$ cat config.mk
export PLATFORM = sky130hd
export DESIGN_NAME = gpio_regs
export DESIGN_NICKNAME = d
export VERILOG_FILES = /design/src/soc_bus_pkg.sv /design/src/gpio_regs.sv
export SDC_FILE = /design/constraint.sdc
export NUM_CORES = 1
export LEC_CHECK = 0
export ABC_AREA = 0
export BUFFER_PORTS_ARGS = -buffer_cell sky130_fd_sc_hd__buf_2
export CORE_MARGIN = 10
export CORE_UTILIZATION = 39
export CTS_BUF_LIST = sky130_fd_sc_hd__clkbuf_4
export DETAILED_ROUTE_END_ITERATION = 8
export GPL_TIMING_DRIVEN = 0
export PLACE_DENSITY = 0.86
export SETUP_SLACK_MARGIN = 0.4
export SLEW_MARGIN = 10
export SYNTH_ARGS = -nofsm -noshare
export SYNTH_HDL_FRONTEND = slang
export SYNTH_SLANG_ARGS = --single-unit
$ cat constraint.sdc
create_clock -name clk_sys_in -period 0.9 [get_ports clk_sys_in]
set_input_delay 0.135 -clock clk_sys_in [delete_from_list [all_inputs] [get_ports clk_sys_in]]
set_output_delay 0.135 -clock clk_sys_in [all_outputs]
set_load 0.005 [all_outputs]
$ cat src/soc_bus_pkg.sv
package soc_bus_pkg;

  //////////////////////////////////////////////////////////////////////
  // bus types
  //////////////////////////////////////////////////////////////////////

  typedef logic [31:0] addr_t;   // byte address on the host port
  typedef logic [31:0] data_t;   // bus word
  typedef logic [3:0]  be_t;     // one bit per byte lane
  typedef logic [7:0]  gpio_t;   // gpio pin vector

  // device targeted by the current request
  typedef enum logic [1:0] {
    DEV_RAM,
    DEV_GPIO,
    DEV_TIMER,
    DEV_NONE                     // address not in the map
  } dev_e;

  //////////////////////////////////////////////////////////////////////
  // address map
  //////////////////////////////////////////////////////////////////////

  localparam addr_t RAM_START   = 32'h0020_0000;
  localparam addr_t RAM_SIZE    = 32'h0000_1000;  // 4 KiB
  localparam int    RAM_WORDS   = RAM_SIZE / 4;

  localparam addr_t GPIO_START  = 32'h8000_0000;
  localparam addr_t GPIO_SIZE   = 32'h0000_1000;  // 4 KiB

  localparam addr_t TIMER_START = 32'h8000_2000;
  localparam addr_t TIMER_SIZE  = 32'h0000_1000;  // 4 KiB

  // register offsets within a 4 KiB device window
  localparam logic [11:0] GPIO_OUT_OFS    = 12'h000;
  localparam logic [11:0] GPIO_IN_OFS     = 12'h004;

  localparam logic [11:0] TIMER_COUNT_OFS = 12'h000;
  localparam logic [11:0] TIMER_CMP_OFS   = 12'h004;
  localparam logic [11:0] TIMER_CTRL_OFS  = 12'h008;  // bit 0 is enable

endpackage

$ cat src/gpio_regs.sv
`timescale 1ns/1ps

module gpio_regs (
  input  logic               clk_sys_in,
  input  logic               rst_sys_in,

  input  logic               req_i,
  input  logic               we_i,
  input  soc_bus_pkg::addr_t addr_i,
  input  soc_bus_pkg::data_t wdata_i,
  output soc_bus_pkg::data_t rdata_o,

  input  soc_bus_pkg::gpio_t gp_i,
  output soc_bus_pkg::gpio_t gp_o
);
  import soc_bus_pkg::*;

  gpio_t       gp_meta_q;  // first sync stage
  gpio_t       gp_in_q;    // synchronized input
  gpio_t       gp_out_q;
  logic [11:0] reg_ofs;

  assign reg_ofs = addr_i[11:0];

  always_ff @(posedge clk_sys_in or negedge rst_sys_in) begin
    if (!rst_sys_in) begin
      gp_meta_q <= '0;
      gp_in_q   <= '0;
      gp_out_q  <= '0;
    end else begin
      gp_meta_q <= gp_i;
      gp_in_q   <= gp_meta_q;
      if (req_i && we_i && reg_ofs == GPIO_OUT_OFS) begin
        gp_out_q <= wdata_i[7:0];  // low byte only
      end
    end
  end

  assign gp_o = gp_out_q;

  always_ff @(posedge clk_sys_in) begin
    if (req_i) begin
      if (we_i) rdata_o <= '0;
      else if (reg_ofs == GPIO_OUT_OFS) rdata_o <= {24'b0, gp_out_q};
      else if (reg_ofs == GPIO_IN_OFS) rdata_o <= {24'b0, gp_in_q};
      else rdata_o <= '0;  // unused offset
    end
  end

endmodule

# [Word level (Yosys, flattened, before mapping)]
# Index checks and enable logic that the tools add are counted.
[totals] reg_bits=56 input_bits=76 out_inout_bits=40
[op_classes] eq_ne=1 mux=2 reduce_logical=4
[ops] operator="2-to-1 mux 8 bit" count=2
[ops] operator="equality test 12 x 3 -> 1 bit (second input constant)" count=1
[ops] operator="logical NOT 12 bit" count=1
[ops] operator="logical AND 1 bit" count=2
[ops] operator="OR reduction 2 bit" count=1

# [Depth between registers and ports, before layout]
[logic_depth] depth_word=3 ltp_mapped=4 depth_no_buf=3

# [Least setup slack after synthesis]
# OpenSTA, ideal clock, no wires.
[synth_timing] path_type="input to register" startpoint="input port addr_i[2]" endpoint="register gp_out_q[5], in the netlist gp_o[5]" arrival_ns=1.005 required_ns=0.772 setup_slack_ns=-0.233 stages=4 cell_sequence="buf_6 -> and3b_1 -> nand4_4 -> mux2_1"
[synth_between] elab_chain_len=2
[synth_lines] item="start, declared" line="gpio_regs.sv:9" text="input soc_bus_pkg::addr_t addr_i,"
[synth_lines] item="logical NOT 12 bit" line="gpio_regs.sv:33" text="if (req_i && we_i && reg_ofs == GPIO_OUT_OFS) begin"
[synth_lines] item="logical AND 1 bit" line="gpio_regs.sv:33"
[synth_lines] item="end signal, assigned" line="gpio_regs.sv:34" text="gp_out_q <= wdata_i[7:0];"
[synth_lines] item="end, declared" line="gpio_regs.sv:20" text="gpio_t gp_out_q;"
# No other way between the ends.
# A chain may end at the register's enable or synchronous reset.

# [Worst setup path after layout]
[layout_timing] startpoint="register gp_out_q[5], in the netlist gp_o[5]" endpoint="output port gp_o[5]"
[layout_lines] item="end, declared" line="gpio_regs.sv:14" text="output soc_bus_pkg::gpio_t gp_o"
# No word-level cell between the ends.

==> out/results.txt <==
fraction of registers with async set/reset -> 75.0%
Max-cap violations -> 0
non-filler instance count after layout -> 221
First-pass DRT Iterations -> 6
die footprint -> 0.00612 sq mm
clock root buffer -> clkbuf_4
worst-case clock buffer depth -> 2
failing checks -> hold timing, setup timing
final WL -> 2870 um
Area growth syn-to-layout -> 46.6%
number of global-route vias before repair -> 954
unrepaired setup endpoints after global routing -> true
EDFF count, synth -> 8
initial antenna violation count -> 0
CP peak stage delay -> 0.41 ns
synthesized flop and latch total -> 32
final net count -> 250
Max FO, Critical Path -> 2
Buf+Inv Stages, Crit Path -> 1
Worst EP required -> 0.76 ns
Avg Inst Size Synth -> 15.0 sq um
CTS H-tree depth -> 2
startpoint types -> register
CP Capture Type -> primary output
Seq/Total Area, Yosys -> 63.6%
worst skew pair latency -> 0.32 ns
Core ar. -> 0.00331 sq mm
FF/Latch Area -> 841 sq um
pwr/cell area -> 1360 mW/mm^2
Synth Flop Type -> dfrtp_1
first-pass GRT wire length -> 4610 um
CTS tree -> built
fin worst setup slack -> -0.111 ns
Unique masters post-synth -> 14
max frequency -> 989 MHz
# rows -> 21
Min Hold Slack -> -0.229 ns
Reg clk slew, reported paths -> 0.09 ns
diodes inserted -> 0
Multi-input gate area -> 418 sq um
Post-Synthesis Cell Area -> 0.00132 sq mm
Final ANT Viol Nets -> 0
grt ovf -> 0
DR DRC count -> 0
fin crit share -> 112%
Ys Warns -> 0
clk sinks -> 32
placer congestion estimate -> 0.753
Slowest cell on crit path -> dfrtp_1
Inserted Clock Buffers -> 5
routed vias -> 865
WS Path Type -> register to primary output
synth top area cells -> dfrtp_1 45%, edfxtp_1 18%, buf_4 14%
DIE HEIGHT -> 78.2 um
Iteration-0 DRC Markers -> 57
CP top delay family -> flip-flops
worst path cell trace -> buf_2
# fillers -> 274
Final Hold Fails -> 32
final core area utilization -> 58.6%
num ports -> 116
Max Slew Vio Count -> 0
Arr. time, crit path -> 0.88 ns
Hold Crit Class -> input pin to async pin
status -> complete, but fails checks
# port buffers -> 46
dominant cell type by area after synthesis -> dfrtp_1
Final Critical Period -> 1.01 ns
Leak Pwr -> 0.00103 uW
top-area cell type share of the netlist area -> 45.4%
WL per Instance -> 13.0 um
peak supply drop -> 0.435 mV
die width -> 78.2 um
layout cells sized above 1 -> 60.0%
Via density -> 3.91
top cells by count, synth -> 24 x buf_4, 24 x dfrtp_1, 8 x edfxtp_1, 8 x mux2i_1, 8 x nor2_1
pin count of the biggest net entering global routing -> 25
GR Util All Layers -> 9.82%
initial core utilization -> 39.9%
Mapped Cells -> 88
Worst Clk Skew -> 0.00572 ns
Inst Count DP -> 203
final setup fails -> 31
## final timing paths
kind | from | endpoint | slack [ns] | cells after the start
worst max-delay path | gp_o[5]$_DFFE_PN0P_ | gp_o[5] | -0.11 | 1
worst max register to register | gp_o[5]$_DFFE_PN0P_ | rdata_o[5]$_SDFFCE_PP0P_ | -0.08 | 3
max in group asynchronous | rst_sys_in | gp_meta_q[6]$_DFF_PN0_ | 0.79 | 1
min in group clk_sys_in | gp_i[6] | gp_meta_q[6]$_DFF_PN0_ | -0.08 | 1
worst min register to register | gp_meta_q[5]$_DFF_PN0_ | gp_in_q[5]$_DFF_PN0_ | 0.35 | 0
worst min-delay path | rst_sys_in | gp_o[7]$_DFFE_PN0P_ | -0.23 | 1
## sequential cells by signal, summed over array words and instances, names as in the netlist
signal and count:
rdata_o 8, gp_o 8, gp_meta_q 8, gp_in_q 8
## placed cells by master (no fill, tap or decap), types with 2 or more instances in the layout
master    count
nor2_2        2
mux2_4        2
nor2_1        5
edfxtp_1      8
buf_6        13
buf_4        26
nor4_4        2
buf_2        41
dfrtp_1      24
clkbuf_4      7
mux2i_1       6
mux2_2        6
conb_1       24
## kinds of logic (layout without fill, tap and decap cells)
group	count (synthesis)	after routing	synth area share, %
and+or+nand+nor	14	14	8.80
buffers and inverters	25	89	14.5
DFF	32	32	63.6
muxes	16	16	12.9
other	1	24	0.284
## layout make-up
class / instances / area share (%)
clock buffer: 7 / 2.71
buffer: 25 / 10.3
sequential: 32 / 43.4
tap: 46 / 2.97
multi-input combinational: 54 / 21.5
timing repair buffer: 56 / 18.9
clock inverter: 1 / 0.194
## power by group
part / internal (uW) / switching (uW) / leakage [uW]
registers: 1540 / 13.7 / 0.000379
clock network: 360 / 421 / 0.0000338
logic: 174 / 127 / 0.000618
## repair_timing
action,4_1_cts,5_1_grt
pin swaps,10,4
endpoints found under the setup margin,32,32
setup buffers,10,0
hold endpoints to repair,32,32
gates resized for setup,10,10
## metrics by stage
step | setup TNS [ns] | worst slack, ns | hold slack [ns] | instance area [sq um] | power [uW]
after floorplan | -2.47 | -0.224 | -0.161 | 1430 | 1720
after global placement | -6.10 | -0.414 | 0.133 | 1720 | 1840
after detailed placement | -6.45 | -0.434 | 0.135 | 1720 | 1850
after CTS | -1.79 | -0.115 | -0.226 | 1890 | 2650
after global routing | -3.36 | -0.151 | -0.214 | 1940 | 2770
final | -1.94 | -0.111 | -0.229 | 1940 | 2630
## layer usage
layer / routed length, um / GRT usage, % / share of wire, % / vias up
li1: - / - / - / 424
met1: 1010 / 8.54 / 35 / 380
met2: 1410 / 16.5 / 49 / 51
met3: 352 / 5.69 / 12 / 10
met4: 104 / 7.17 / 3.6 / 0
met5: 0 / 0 / 0 / -
No activity file was read; power rests on OpenSTA's default activity.
