--- src/soc_bus_pkg.sv ---
package soc_bus_pkg;

  //////////////////////////////////////////////////////////////////////
  // bus types
  //////////////////////////////////////////////////////////////////////

  typedef logic [31:0] addr_t;   // byte address on the host port
  typedef logic [31:0] data_t;   // bus word
  typedef logic [3:0]  be_t;     // one bit per byte lane
  typedef logic [7:0]  gpio_t;   // gpio pin vector

  // device targeted by the current request
  typedef enum logic [1:0] {
    DEV_RAM,
    DEV_GPIO,
    DEV_TIMER,
    DEV_NONE                     // address not in the map
  } dev_e;

  //////////////////////////////////////////////////////////////////////
  // address map
  //////////////////////////////////////////////////////////////////////

  localparam addr_t RAM_START   = 32'h0020_0000;
  localparam addr_t RAM_SIZE    = 32'h0000_1000;  // 4 KiB
  localparam int    RAM_WORDS   = RAM_SIZE / 4;

  localparam addr_t GPIO_START  = 32'h8000_0000;
  localparam addr_t GPIO_SIZE   = 32'h0000_1000;  // 4 KiB

  localparam addr_t TIMER_START = 32'h8000_2000;
  localparam addr_t TIMER_SIZE  = 32'h0000_1000;  // 4 KiB

  // register offsets within a 4 KiB device window
  localparam logic [11:0] GPIO_OUT_OFS    = 12'h000;
  localparam logic [11:0] GPIO_IN_OFS     = 12'h004;

  localparam logic [11:0] TIMER_COUNT_OFS = 12'h000;
  localparam logic [11:0] TIMER_CMP_OFS   = 12'h004;
  localparam logic [11:0] TIMER_CTRL_OFS  = 12'h008;  // bit 0 is enable

endpackage

--- src/timer_regs.sv ---
`timescale 1ns/1ps

module timer_regs (
  input  logic               clk_sys_in,
  input  logic               rst_sys_in,

  input  logic               req_i,
  input  logic               we_i,
  input  soc_bus_pkg::addr_t addr_i,
  input  soc_bus_pkg::data_t wdata_i,
  output soc_bus_pkg::data_t rdata_o,

  output logic               timer_irq_o
);
  import soc_bus_pkg::*;

  data_t       count_q;
  data_t       cmp_q;
  logic        en_q;
  logic        irq_q;
  logic [11:0] reg_ofs;
  logic        wr_count;
  logic        wr_cmp;
  logic        wr_ctrl;

  assign reg_ofs  = addr_i[11:0];
  assign wr_count = req_i && we_i && (reg_ofs == TIMER_COUNT_OFS);
  assign wr_cmp   = req_i && we_i && (reg_ofs == TIMER_CMP_OFS);
  assign wr_ctrl  = req_i && we_i && (reg_ofs == TIMER_CTRL_OFS);

  //////////////////////////////////////////////////////////////////////
  // counter, compare and control
  //////////////////////////////////////////////////////////////////////

  always_ff @(posedge clk_sys_in or negedge rst_sys_in) begin
    if (!rst_sys_in) begin
      count_q <= '0;
      cmp_q   <= '1;    // no match until programmed
      en_q    <= 1'b0;
      irq_q   <= 1'b0;
    end else begin
      if (wr_ctrl) begin
        en_q <= wdata_i[0];
      end
      // bus write wins over the increment
      if (wr_count) begin
        count_q <= wdata_i;
      end else if (en_q) begin
        count_q <= count_q + 32'd1;
      end
      if (wr_cmp) begin
        cmp_q <= wdata_i;
      end
      irq_q <= en_q && (count_q >= cmp_q);  // level, not a pulse
    end
  end

  assign timer_irq_o = irq_q;

  // register read, zero on writes and unused offsets
  always_ff @(posedge clk_sys_in) begin
    if (req_i) begin
      if (we_i) rdata_o <= '0;
      else if (reg_ofs == TIMER_COUNT_OFS) rdata_o <= count_q;
      else if (reg_ofs == TIMER_CMP_OFS) rdata_o <= cmp_q;
      else if (reg_ofs == TIMER_CTRL_OFS) rdata_o <= {31'b0, en_q};
      else rdata_o <= '0;
    end
  end

endmodule

--- config.mk ---
export PLATFORM = sky130hd
export DESIGN_NAME = timer_regs
export DESIGN_NICKNAME = d
export VERILOG_FILES = /design/src/soc_bus_pkg.sv /design/src/timer_regs.sv
export SDC_FILE = /design/constraint.sdc
export NUM_CORES = 1
export LEC_CHECK = 0
export BUFFER_PORTS_ARGS = -buffer_cell sky130_fd_sc_hd__buf_2
export CAP_MARGIN = 20
export CORE_MARGIN = 2
export CORE_UTILIZATION = 40
export CTS_BUF_LIST = sky130_fd_sc_hd__clkbuf_8
export DETAILED_ROUTE_END_ITERATION = 6
export SETUP_SLACK_MARGIN = 0.2
export SLEW_MARGIN = 5
export SYNTH_ARGS = -nofsm -noshare
export SYNTH_HDL_FRONTEND = slang
export SYNTH_SLANG_ARGS = --single-unit
--- constraint.sdc ---
create_clock -name clk_sys_in -period 1.92 [get_ports clk_sys_in]
set_input_delay 0.192 -clock clk_sys_in [delete_from_list [all_inputs] [get_ports clk_sys_in]]
set_output_delay 0.192 -clock clk_sys_in [all_outputs]
set_load 0.005 [all_outputs]
* Word level (Yosys, flattened, before mapping)
Cells that the tools add are included.
Operators by class: add/subtract/negate cells 1, magnitude comparators 1, eq/ne operators 2, multiplexer cells 5, reductions and logical operators 7
Operators by type and width (number):
- 32-bit two-way mux | 4
- 32-bit by 1-bit adder with 32-bit output, second input constant | 1
- 32-bit greater-or-equal comparator | 1
- 12-bit by 3-bit equality test with 1-bit output, second input constant | 1
- 12-bit by 4-bit equality test with 1-bit output, second input constant | 1
- 12-bit zero test | 1
- 1-bit logical AND | 5
- 2-bit nonzero test | 1
- 1-bit two-way mux | 1
Word-level totals: register bits 98, input port bits 68, logic and storage cells 21

* Logic depth before layout (Yosys ltp)
depth after elaboration 4, gate-level depth with buffers 7, depth with buffers taken out 7

* Worst setup path after synthesis
OpenSTA, ideal clock, no wires.
path kind in2reg, start in addr_i[9], end reg en_q, setup time 0.125 ns, data arrival time 2.085 ns, slack -0.290 ns, cell stages on the path 4, buffers on the path 0, cell sequence or4_1 > or4_4 > or4b_4 > mux2_4
Between the ends: longest elaborated chain between the ends 2
RTL lines:
- from (decl) | line timer_regs.sv:9 | input soc_bus_pkg::addr_t addr_i,
- 12-bit by 4-bit equality test with 1-bit output | line timer_regs.sv:29 | assign wr_ctrl = req_i && we_i && (reg_ofs == TIMER_CTRL_OFS);
- 1-bit logical AND | line timer_regs.sv:29
- to (signal assigned) | line timer_regs.sv:43 | en_q <= wdata_i[0];
- to (decl) | line timer_regs.sv:19 | logic en_q;
Every way passes these cells. A chain may end at the register's enable or synchronous reset.

* Worst setup path in the final report
start reg cmp_q[19], end reg irq_q, in the netlist timer_irq_o
Between the ends: longest elaborated chain between the ends 2
RTL lines:
- from (decl) | line timer_regs.sv:18 | data_t cmp_q;
- from (signal assigned) | line timer_regs.sv:52 | cmp_q <= wdata_i;
- 32-bit greater-or-equal comparator | line timer_regs.sv:54 | irq_q <= en_q && (count_q >= cmp_q);
- 1-bit logical AND | line timer_regs.sv:54
- to (signal assigned) | line timer_regs.sv:54
- to (decl) | line timer_regs.sv:20 | logic irq_q;
Every way passes these cells.

==> impl_results.md <==
- Post-DR wirelength/cell: ~18 µm
- F_max: approximately 480 MHz
- Pwr Density: 565 nW/µm²
- Initial Utilization: between 40% and 50%
- Setup Viol. Count Final: 64
- Residual DRC count: 0
- Number of diodes: 0
- Netlist Area Pre-Place: ~5400 µm²
- Hold Path Class: in2reg
- Layout Cells excl Fill: roughly 900
- Commonest non-fill, non-tap cells in the layout: buf_2, buf_4, inv_1
- Flops & latches, synth: ~100
- Max Transition Viols Final: 0
- CTS tree: yes
- Antenna-violating nets left: 0
- Peak supply drop: 0.000281 V
- Nets@finish: between 800 and 900
- Worst Tran Pin Value: 0.458 ns
- Failing checks: setup timing
- Core footprint: 13100 µm²
- Minimum clock period: approximately 2.1 ns
- Grt ovf: 0
- Rel. slew slack: 69.2%
- Row count: 42
- Synth Warn #: 0
- RSZ-0062 raised after global routing: yes
- Synth-to-Final Area Change: 54.4%
- Share of cells above drive strength 1: between 50 and 60%
- Max-Cap Viols: 0
- H-Tree Depth: 3
- Antenna violations before repair: 0
- Vias: around 4.7k
- Chip width: 120 µm
- Fin. Hold Viols: 0
- Worst-path clk slew: 0.10 ns
- Cts bufs inserted: 9
- Most common cell after layout, fill and taps aside: buf_2
- Reg2Reg Setup Slack: -0.18 ns
- Die span in y: around 120 µm
- Leak: about 3.9 nW
- Vias in the first global route: 4790
- Sink Count: between 90 and 100
- Worst EP arrival: 2.38 ns
- First-pass GRT wire length: 24600 µm
- Total power: 4.67 mW
- Startpoint type of the worst setup path: flip-flop
- Max clock buf depth: 2
- Crit Path Max Fanout: 2
- Via density: ~5.3
- Worst-Skew Late Latency: roughly 0.39 ns
- IO Count: slightly above 100
- Drt total wl: 16300 µm
- Synth async-reset ratio: 67.3%
- Syn_nets: ~640
- Pre-Repair DR Iteration Count: 4
- CP Class: reg2reg
- Mapped Cells: about 540
- Gpl congestion: around 0.84
- Largest net degree at the start of global routing: 56
- Post-synthesis cell type count: between 40 and 50
- Final WS setup: -0.184 ns
- All-Layer GR Usage: between 20 and 25%
- Die footprint: approximately 14000 µm²
- Tcrit/Tclk final: 110%
- Clock root buffer: clkbuf_8
- Average cell area after synthesis: just under 10 µm²
- Main flop type after synthesis: dfrtp_1
- Register area share after synthesis: 49.6%
- EDFF count, synth: 32
- CP Capture Type: flip-flop
- Post-DP HPWL: just over 9000 µm
- Cells after DPL: between 800 and 900
- Port bufs: 80
- Clock Skews: between 0.01 and 0.015 ns
- Iteration-0 DRC Markers: 335
- Outcome: complete, but fails checks
- CP required: ~2.2 ns
-- layer usage --
layer	wire length (µm)	GRT usage (%)	up-vias	share of wire, %
met5	0	0	-	0
met4	593	9.56	0	3.6
met3	696	5.23	38	4.3
met2	8200	37.9	130	50
met1	6820	27.3	2327	42
li1	-	-	2236	-
-- registers in the layout, indices dropped and copies added, names as in the netlist --
signal	count
en_q	1
timer_irq_o	1
count_q	32
cmp_q	32
rdata_o	32
-- where the power goes --
group / internal [mW] / switching [mW] / leakage, nW / total, mW
Sequential: 2.22 / 0.0582 / 0.994 / 2.28
Clock: 0.583 / 0.744 / 0.104 / 1.33
Combinational: 0.467 / 0.596 / 2.75 / 1.06
-- area by class of cell --
type | instances | area [µm²]
Fill cell | 1049 | 4870
Multi-Input combinational cell | 376 | 3280
Sequential cell | 98 | 2650
Timing Repair Buffer | 189 | 1770
Tap cell | 176 | 220
Inverter | 40 | 150
Clock buffer | 9 | 124
Clock inverter | 7 | 57.6
-- cells in the mapped netlist (4+ instances only) --
library cell | instances | area, µm²
ha_1 | 33 | 413
o21ai_0 | 50 | 250
and3_1 | 4 | 25.0
nor2_1 | 52 | 195
and4_1 | 4 | 35.0
clkbuf_1 | 16 | 60.1
xor2_1 | 9 | 78.8
edfxtp_1 | 32 | 961
dfrtp_1 | 34 | 851
dfstp_2 | 32 | 841
nor3_1 | 9 | 45.0
a21oi_1 | 21 | 105
o21ai_1 | 6 | 30.0
mux2i_1 | 33 | 330
xnor2_1 | 22 | 193
nand3_1 | 11 | 55.1
nand2_1 | 70 | 263
or4_1 | 5 | 37.5
nand4_1 | 11 | 68.8
nor4_1 | 9 | 56.3
inv_1 | 40 | 150
-- worst paths after layout --
check	startpoint	end	cells past startpoint
max	cmp_q[19]	timer_irq_o	7
min	wdata_i[20]	cmp_q[20]	3
max reg2reg	cmp_q[19]	timer_irq_o	7
min reg2reg	cmp_q[30]	cmp_q[30]	2
max in group asynchronous	rst_sys_in	cmp_q[26]	3
min in group asynchronous	rst_sys_in	count_q[5]	2
-- critical path: stages, from the launching register on --
cell and delay (ns):
dfstp_2 0.54, inv_1 0.05, ha_1 0.29, a21oi_1 0.16, o21ai_0 0.21, a221oi_1 0.39
a2bb2oi_1 0.25, o21ai_2 0.09
-- per-stage QoR --
stage          cell area [µm²]  setup WS, ns  hold slack, ns  utilization [%]  TNS, ns
2_1_floorplan             5500        -0.275          -0.104                -   -16.49
3_3_place_gp              6450        -0.393           0.109             49.1   -24.48
6_report                  8260        -0.184          0.0112             62.9    -3.18
4_1_cts                   7810        -0.115         0.00109             59.5    -1.39
3_5_place_dp              6450        -0.414           0.104             49.1   -26.67
5_1_grt                   8260        -0.258         0.00176             62.9    -5.46
-- kinds of logic after synthesis --
logic type,count (synthesis),synth area share [%]
AND/OR/NAND/NOR,185,16.6
flip-flops,98,49.6
AO/OA/AOI/OAI,92,9.40
buffers and inverters,64,5.00
multiplexers,35,6.66
adder cells (fa/ha/maj),33,7.72
XOR/XNOR,31,5.07
-- what timing repair did --
action                                 CTS  global route
resized for setup                      160            75
setup buffers                           20             4
setup endpoints to repair               96            97
endpoints found under the hold margin   17             1
gates cloned                            13             3
pin swaps                               33            36
hold buffers                             7             1
Power figures use the tool's default switching activity.
