`config.mk`:
```
export PLATFORM = sky130hd
export DESIGN_NAME = periph_bus_ctrl
export DESIGN_NICKNAME = d
export VERILOG_FILES = /design/src/soc_bus_pkg.sv /design/src/periph_bus_ctrl.sv
export SDC_FILE = /design/constraint.sdc
export NUM_CORES = 1
export LEC_CHECK = 0
export BUFFER_PORTS_ARGS = -buffer_cell sky130_fd_sc_hd__buf_4
export CORE_ASPECT_RATIO = 0.7
export CORE_MARGIN = 8
export CORE_UTILIZATION = 35
export DETAILED_ROUTE_END_ITERATION = 10
export GPL_TIMING_DRIVEN = 0
export PLACE_DENSITY_LB_ADDON = 0.3
export SYNTH_ARGS = -nofsm -noshare
export SYNTH_HDL_FRONTEND = slang
export SYNTH_SLANG_ARGS = --single-unit
```
`constraint.sdc`:
```
create_clock -name clk_sys_in -period 2.4 [get_ports clk_sys_in]
set_input_delay 0 -clock clk_sys_in [delete_from_list [all_inputs] [get_ports clk_sys_in]]
set_output_delay 0 -clock clk_sys_in [all_outputs]
set_load 0.05 [all_outputs]
```
`src/soc_bus_pkg.sv`:
```
package soc_bus_pkg;

  //////////////////////////////////////////////////////////////////////
  // bus types
  //////////////////////////////////////////////////////////////////////

  typedef logic [31:0] addr_t;   // byte address on the host port
  typedef logic [31:0] data_t;   // bus word
  typedef logic [3:0]  be_t;     // one bit per byte lane
  typedef logic [7:0]  gpio_t;   // gpio pin vector

  // device targeted by the current request
  typedef enum logic [1:0] {
    DEV_RAM,
    DEV_GPIO,
    DEV_TIMER,
    DEV_NONE                     // address not in the map
  } dev_e;

  //////////////////////////////////////////////////////////////////////
  // address map
  //////////////////////////////////////////////////////////////////////

  localparam addr_t RAM_START   = 32'h0020_0000;
  localparam addr_t RAM_SIZE    = 32'h0000_1000;  // 4 KiB
  localparam int    RAM_WORDS   = RAM_SIZE / 4;

  localparam addr_t GPIO_START  = 32'h8000_0000;
  localparam addr_t GPIO_SIZE   = 32'h0000_1000;  // 4 KiB

  localparam addr_t TIMER_START = 32'h8000_2000;
  localparam addr_t TIMER_SIZE  = 32'h0000_1000;  // 4 KiB

  // register offsets within a 4 KiB device window
  localparam logic [11:0] GPIO_OUT_OFS    = 12'h000;
  localparam logic [11:0] GPIO_IN_OFS     = 12'h004;

  localparam logic [11:0] TIMER_COUNT_OFS = 12'h000;
  localparam logic [11:0] TIMER_CMP_OFS   = 12'h004;
  localparam logic [11:0] TIMER_CTRL_OFS  = 12'h008;  // bit 0 is enable

endpackage

```
`src/periph_bus_ctrl.sv`:
```
`timescale 1ns/1ps

module periph_bus_ctrl (
  input  logic               clk_sys_in,
  input  logic               rst_sys_in,

  input  logic               req_i,
  input  soc_bus_pkg::addr_t addr_i,

  output logic               ram_req_o,
  output logic               gpio_req_o,
  output logic               timer_req_o,

  input  soc_bus_pkg::data_t ram_rdata_i,
  input  soc_bus_pkg::data_t gpio_rdata_i,
  input  soc_bus_pkg::data_t timer_rdata_i,

  output logic               rvalid_o,
  output logic               err_o,
  output soc_bus_pkg::data_t rdata_o
);
  import soc_bus_pkg::*;

  dev_e dev_sel;        // decoded target of this cycle's request
  dev_e rsp_dev_q;      // target of the request being answered
  logic rsp_pending_q;  // a response is due this cycle

  //////////////////////////////////////////////////////////////////////
  // request phase
  //////////////////////////////////////////////////////////////////////

  // full range check on every region, lower and upper bound
  always_comb begin
    if (addr_i >= RAM_START && addr_i < RAM_START + RAM_SIZE) begin
      dev_sel = DEV_RAM;
    end else if (addr_i >= GPIO_START && addr_i < GPIO_START + GPIO_SIZE) begin
      dev_sel = DEV_GPIO;
    end else if (addr_i >= TIMER_START && addr_i < TIMER_START + TIMER_SIZE) begin
      dev_sel = DEV_TIMER;
    end else begin
      dev_sel = DEV_NONE;  // hole in the map
    end
  end

  // unmapped requests never reach a device
  assign ram_req_o   = req_i && (dev_sel == DEV_RAM);
  assign gpio_req_o  = req_i && (dev_sel == DEV_GPIO);
  assign timer_req_o = req_i && (dev_sel == DEV_TIMER);

  //////////////////////////////////////////////////////////////////////
  // response phase
  //////////////////////////////////////////////////////////////////////

  always_ff @(posedge clk_sys_in or negedge rst_sys_in) begin
    if (!rst_sys_in) begin
      rsp_pending_q <= 1'b0;
      rsp_dev_q     <= DEV_NONE;
    end else begin
      rsp_pending_q <= req_i;  // every request answered next cycle
      if (req_i) begin
        rsp_dev_q <= dev_sel;
      end
    end
  end

  assign rvalid_o = rsp_pending_q;
  assign err_o    = rsp_pending_q && (rsp_dev_q == DEV_NONE);

  // pick the device that registered its data last cycle
  always_comb begin
    rdata_o = '0;
    if (rsp_pending_q) begin
      case (rsp_dev_q)
        DEV_RAM:   rdata_o = ram_rdata_i;
        DEV_GPIO:  rdata_o = gpio_rdata_i;
        DEV_TIMER: rdata_o = timer_rdata_i;
        default:   rdata_o = '0;  // error response
      endcase
    end
  end

endmodule

```
Yosys cells after proc, flatten, opt, wreduce, memory -nomap -nowiden
Cells that the tools add are included.
{"block": "totals", "regBits": 3, "output_inout_bits": 37}
{"block": "classes", "magnitude_cmp": 6, "eq_ne": 5, "mux": 5, "reduce_logical": 9}
{"cell": "32-bit case mux with 3 select lines", "n": 1}
{"cell": "32-bit greater-or-equal comparator (second input constant)", "n": 2}
{"cell": "32-bit less-than comparator (second input constant)", "n": 2}
{"cell": "32-bit by 22-bit greater-or-equal comparator with 1-bit output (second input constant)", "n": 1}
{"cell": "32-bit by 22-bit less-than comparator with 1-bit output (second input constant)", "n": 1}
{"cell": "32-bit 2-to-1 mux", "n": 1}
{"cell": "1-bit logical AND", "n": 7}
{"cell": "2-bit equality test (second input constant)", "n": 3}
{"cell": "2-bit by 1-bit equality test with 1-bit output (second input constant)", "n": 2}
{"cell": "2-bit logical NOT", "n": 2}
{"cell": "2-bit 2-to-1 mux", "n": 2}
{"cell": "1-bit 2-to-1 mux", "n": 1}

Logic depth before layout (Yosys ltp)
{"block": "logic_depth", "word_depth": 7, "depth_mapped": 5, "ltp_nobuf": 3}

Least setup slack after synthesis
Ideal clock, no wire load.
{"block": "synth_timing", "path_kind": "input -> output", "startpoint": "in addr_i[12]", "endpoint": "out gpio_req_o", "arrival_time_ns": 1.942, "slack_ns": 0.458, "path_stages": 3, "n_path_buf": 0, "path_cell_list": "nor4_1 > nand2_1 > nor4_1"}
{"block": "synth_between", "elab_chain_cells": 7}
{"item": "from (decl)", "line_no": "periph_bus_ctrl.sv:8", "source": "input soc_bus_pkg::addr_t addr_i,"}
{"item": "32-bit greater-or-equal comparator / 32-bit less-than comparator (equally long branches)", "line_no": "periph_bus_ctrl.sv:38", "source": "end else if (addr_i >= TIMER_START && addr_i < TIMER_START + TIMER_SIZE) begin"}
{"item": "1-bit logical AND", "line_no": "periph_bus_ctrl.sv:38"}
{"item": "1-bit 2-to-1 mux", "line_no": "periph_bus_ctrl.sv:38"}
{"item": "2-bit 2-to-1 mux", "line_no": "periph_bus_ctrl.sv:36", "source": "end else if (addr_i >= GPIO_START && addr_i < GPIO_START + GPIO_SIZE) begin"}
{"item": "2-bit 2-to-1 mux (*)", "line_no": "periph_bus_ctrl.sv:34", "source": "if (addr_i >= RAM_START && addr_i < RAM_START + RAM_SIZE) begin"}
{"item": "2-bit by 1-bit equality test with 1-bit output (*)", "line_no": "periph_bus_ctrl.sv:47", "source": "assign gpio_req_o = req_i && (dev_sel == DEV_GPIO);"}
{"item": "1-bit logical AND (*)", "line_no": "periph_bus_ctrl.sv:47"}
{"item": "to (decl)", "line_no": "periph_bus_ctrl.sv:11", "source": "output logic gpio_req_o,"}
Mark *: on every way between the ends. The rest lies on a longest branch, timed or not.

Worst setup path in the final report
{"block": "layout_timing", "startpoint": "reg rsp_dev_q[1]", "endpoint": "out rdata_o[26]"}
{"block": "layout_between", "elab_chain_cells": 3}
{"item": "from (decl)", "line_no": "periph_bus_ctrl.sv:25", "source": "dev_e rsp_dev_q;"}
{"item": "from (signal assigned)", "line_no": "periph_bus_ctrl.sv:61", "source": "rsp_dev_q <= dev_sel;"}
{"item": "2-bit equality test, or another cell as far along", "line_no": "periph_bus_ctrl.sv:73", "source": "case (rsp_dev_q)"}
{"item": "32-bit case mux with 3 select lines (*)", "line_no": "periph_bus_ctrl.sv:73"}
{"item": "32-bit 2-to-1 mux (*)", "line_no": "periph_bus_ctrl.sv:72", "source": "if (rsp_pending_q) begin"}
{"item": "to (decl)", "line_no": "periph_bus_ctrl.sv:20", "source": "output soc_bus_pkg::data_t rdata_o"}
Marked as above.

==> flow_metrics.tcl <==
set metrics [dict create \
    seq_area_frac_synth_pct 6.12 \
    worst_pin_slew_ns 0.396 \
    seqPwrFrac_pct 13.3 \
    use_met1_pct 20.7 \
    pwr-share-comb_pct 49.2 \
    clockBufferDepth 2 \
    core-area_um2 3490 \
    seqCellArea_um2 77.6 \
    p_sw_uw 94.7 \
    final_common_cell "buf_4" \
    n_antenna_cell 0 \
    nets 459 \
    worstSetupStartpointType "flip-flop" \
    wl_per_cell_um 16.4 \
    synth_ff_type "dfstp_2" \
    design_area_um2 2560 \
    ios 168 \
    leakagePower_uw 0.00143 \
    grt_pass1_wl_um 9420 \
    cts_buffers 3 \
    die_x_um 87.9 \
    max_freq_mhz 562 \
    synth_area_um2 1270 \
    final_core_utilization_pct 73.3 \
    critPathKind "flip-flop to primary output" \
    syn-num-nets 297 \
    ant_nets 0 \
    p_clk_share_pct 37.4 \
    maxSlewViolCount 0 \
    gr-total-overflow 0 \
    fin_cells 377 \
    htree_levels 1 \
    hold_class "input port to async pin" \
    final_cell_mix "buf_4, mux2i_1, nand3b_1, and2_1, o21ai_0" \
    cp_max_fo 10 \
    grt_max_degree 11 \
    clk_pin_slew_worst_paths_ns 0.03 \
    hold_violations 0 \
    cpMostUsedCell "buf_2" \
    fp.dieH_um 66.4 \
    synth_seq_cells 3 \
    drt_iter0_markers 54 \
    arrival_ns 1.78 \
    via_per_inst 5.05 \
    fillers 313 \
    finalWirelength_um 6180 \
    numPortBuffers 155 \
    cp_cell_sequence "buf_2, buf_2, nand3b_1, o21ai_0, and2_1, buf_4" \
    num_rows 18 \
    remaining_drc_errors 0 \
    cp-end-kind "primary output" \
    syn_inst 166 \
    slew_headroom_pct 73.6 \
    cts_root_buffer "clkbuf_8" \
    routed-via-count 1902 \
    final-setup-viol-count 0 \
    cpLargestDelayFamily "buffers and inverters" \
    maxCapViolations 0 \
    use_met2_pct 36.1 \
    busiest_layer "met2" \
    place_inst 371 \
    ys_warn_count 0 \
    post_cts_resized 0 \
    cp_data_required_time_ns 2.40 \
    synth_edf_count 0 \
    drt_first_pass_iters 4 \
    syn2layout_area_growth_pct 102 \
    track_usage_pct 20.3 \
    yosysUniqueCellTypes 23 \
    clock_sinks 3 \
    antenna_found_initial 0 \
    p_int_uw 307 \
    switching_share_pct 23.6 \
    die_area_um2 5830 \
    hpwlAfterDp_um 5290 \
    rrSetupSlack_ns 1.25 \
    ir_worst_vdd_v 0.0000915 \
    total_power_uw 402 \
    power_density_nw_per_um2 157 \
    placed_cell_area_um2 2490 \
    avgSynthCellArea_um2 7.64 \
    finalCritPeriodShare_pct 74.2 \
    clk_latency_ns 0.22 \
    tritoncts "yes" \
    slowest_stage "dfstp_2" \
    fin_skew_ns 0 \
    drive_above_1_share_pct 53.2 \
    async_flop_share_pct 100 \
    start_util_pct 36.3 \
    grt_pass1_vias 2048 \
    min_period_ns 1.78 \
    cp_num_buf_inv 3 \
    critPathMaxStageDelay_ns 0.53 \
    rsz0062_at_grt "no" \
    multi_input_area_um2 1070 \
    setup_tns_ns 0 \
    place.gp.congestion 0.841 \
    met3_usage_pct 9.68 \
    outcome "completed" \
]
[worst paths after layout]
path                                     startpoint                       end  cells past startpoint
max reg2reg                rsp_dev_q[0]$_DFFE_PN1P_  rsp_dev_q[0]$_DFFE_PN1P_                      3
min in group clk_sys_in                  addr_i[13]  rsp_dev_q[1]$_DFFE_PN1P_                      3
max                        rsp_dev_q[1]$_DFFE_PN1P_               rdata_o[26]                      6
min reg2reg                rsp_dev_q[1]$_DFFE_PN1P_  rsp_dev_q[1]$_DFFE_PN1P_                      2
min                                      rst_sys_in        rvalid_o$_DFF_PN0_                      2
max in group asynchronous                rst_sys_in  rsp_dev_q[1]$_DFFE_PN1P_                      2
[area by class of cell]
type	instances	share of cell area [%]
Sequential cell	3	3.03
Buffer	17	4.65
Tap cell	50	2.44
Timing Repair Buffer	157	46.3
Multi-Input combinational cell	146	41.9
Clock buffer	4	1.76
[Yosys cell counts (4+ instances only)]
cell,instances,area (um2)
and2_1,32,200
mux2i_1,32,320
nand3b_1,32,240
o21ai_0,30,150
clkbuf_1,7,26.3
buf_2,6,30.0
nor4_1,4,25.0
[per-layer routing]
metal	routed length, um	vias up	share of wire (%)
li1	-	928	-
met1	2300	867	37
met2	3020	101	49
met3	814	6	13
met4	53	0	0.86
met5	0	-	0
[cell families (layout without fill, tap and decap cells)]
| kind of cell | count (synthesis) | count (layout) | synth area share (%) |
|---|---|---|---|
| and+or+nand+nor | 78 | 78 | 43.7 |
| AOI/OAI and AO/OA | 36 | 36 | 15.5 |
| muxes | 32 | 32 | 25.3 |
| DFF | 3 | 3 | 6.12 |
| buffers and inverters | 17 | 178 | 9.38 |
[sequential cells by signal, summed over array words and instances (netlist names)]
register / cells
rsp_dev_q: 2
rvalid_o: 1
[power by group through the flow]
stage,clock (uW),combinational [uW],sequential [uW]
floorplan,0,31.3,56.5
global placement,0,191,53.9
detailed placement,0,195,54.0
CTS,150,198,53.6
global route,160,212,53.6
finish,150,198,53.6
[metrics by stage]
step / hold slack [ns] / setup WS, ns
after floorplan: -0.296 / 0.458
after global placement: -0.212 / 0.884
after detailed placement: -0.208 / 0.862
after CTS: 0.123 / 0.631
after global routing: 0.117 / 0.482
final: 0.110 / 0.620
[repair_timing]
item,4_1_cts,5_1_grt
buffers inserted,0,0
hold buffers,2,0
hold endpoints to repair,4,0
(Power assumes the default switching activity.)
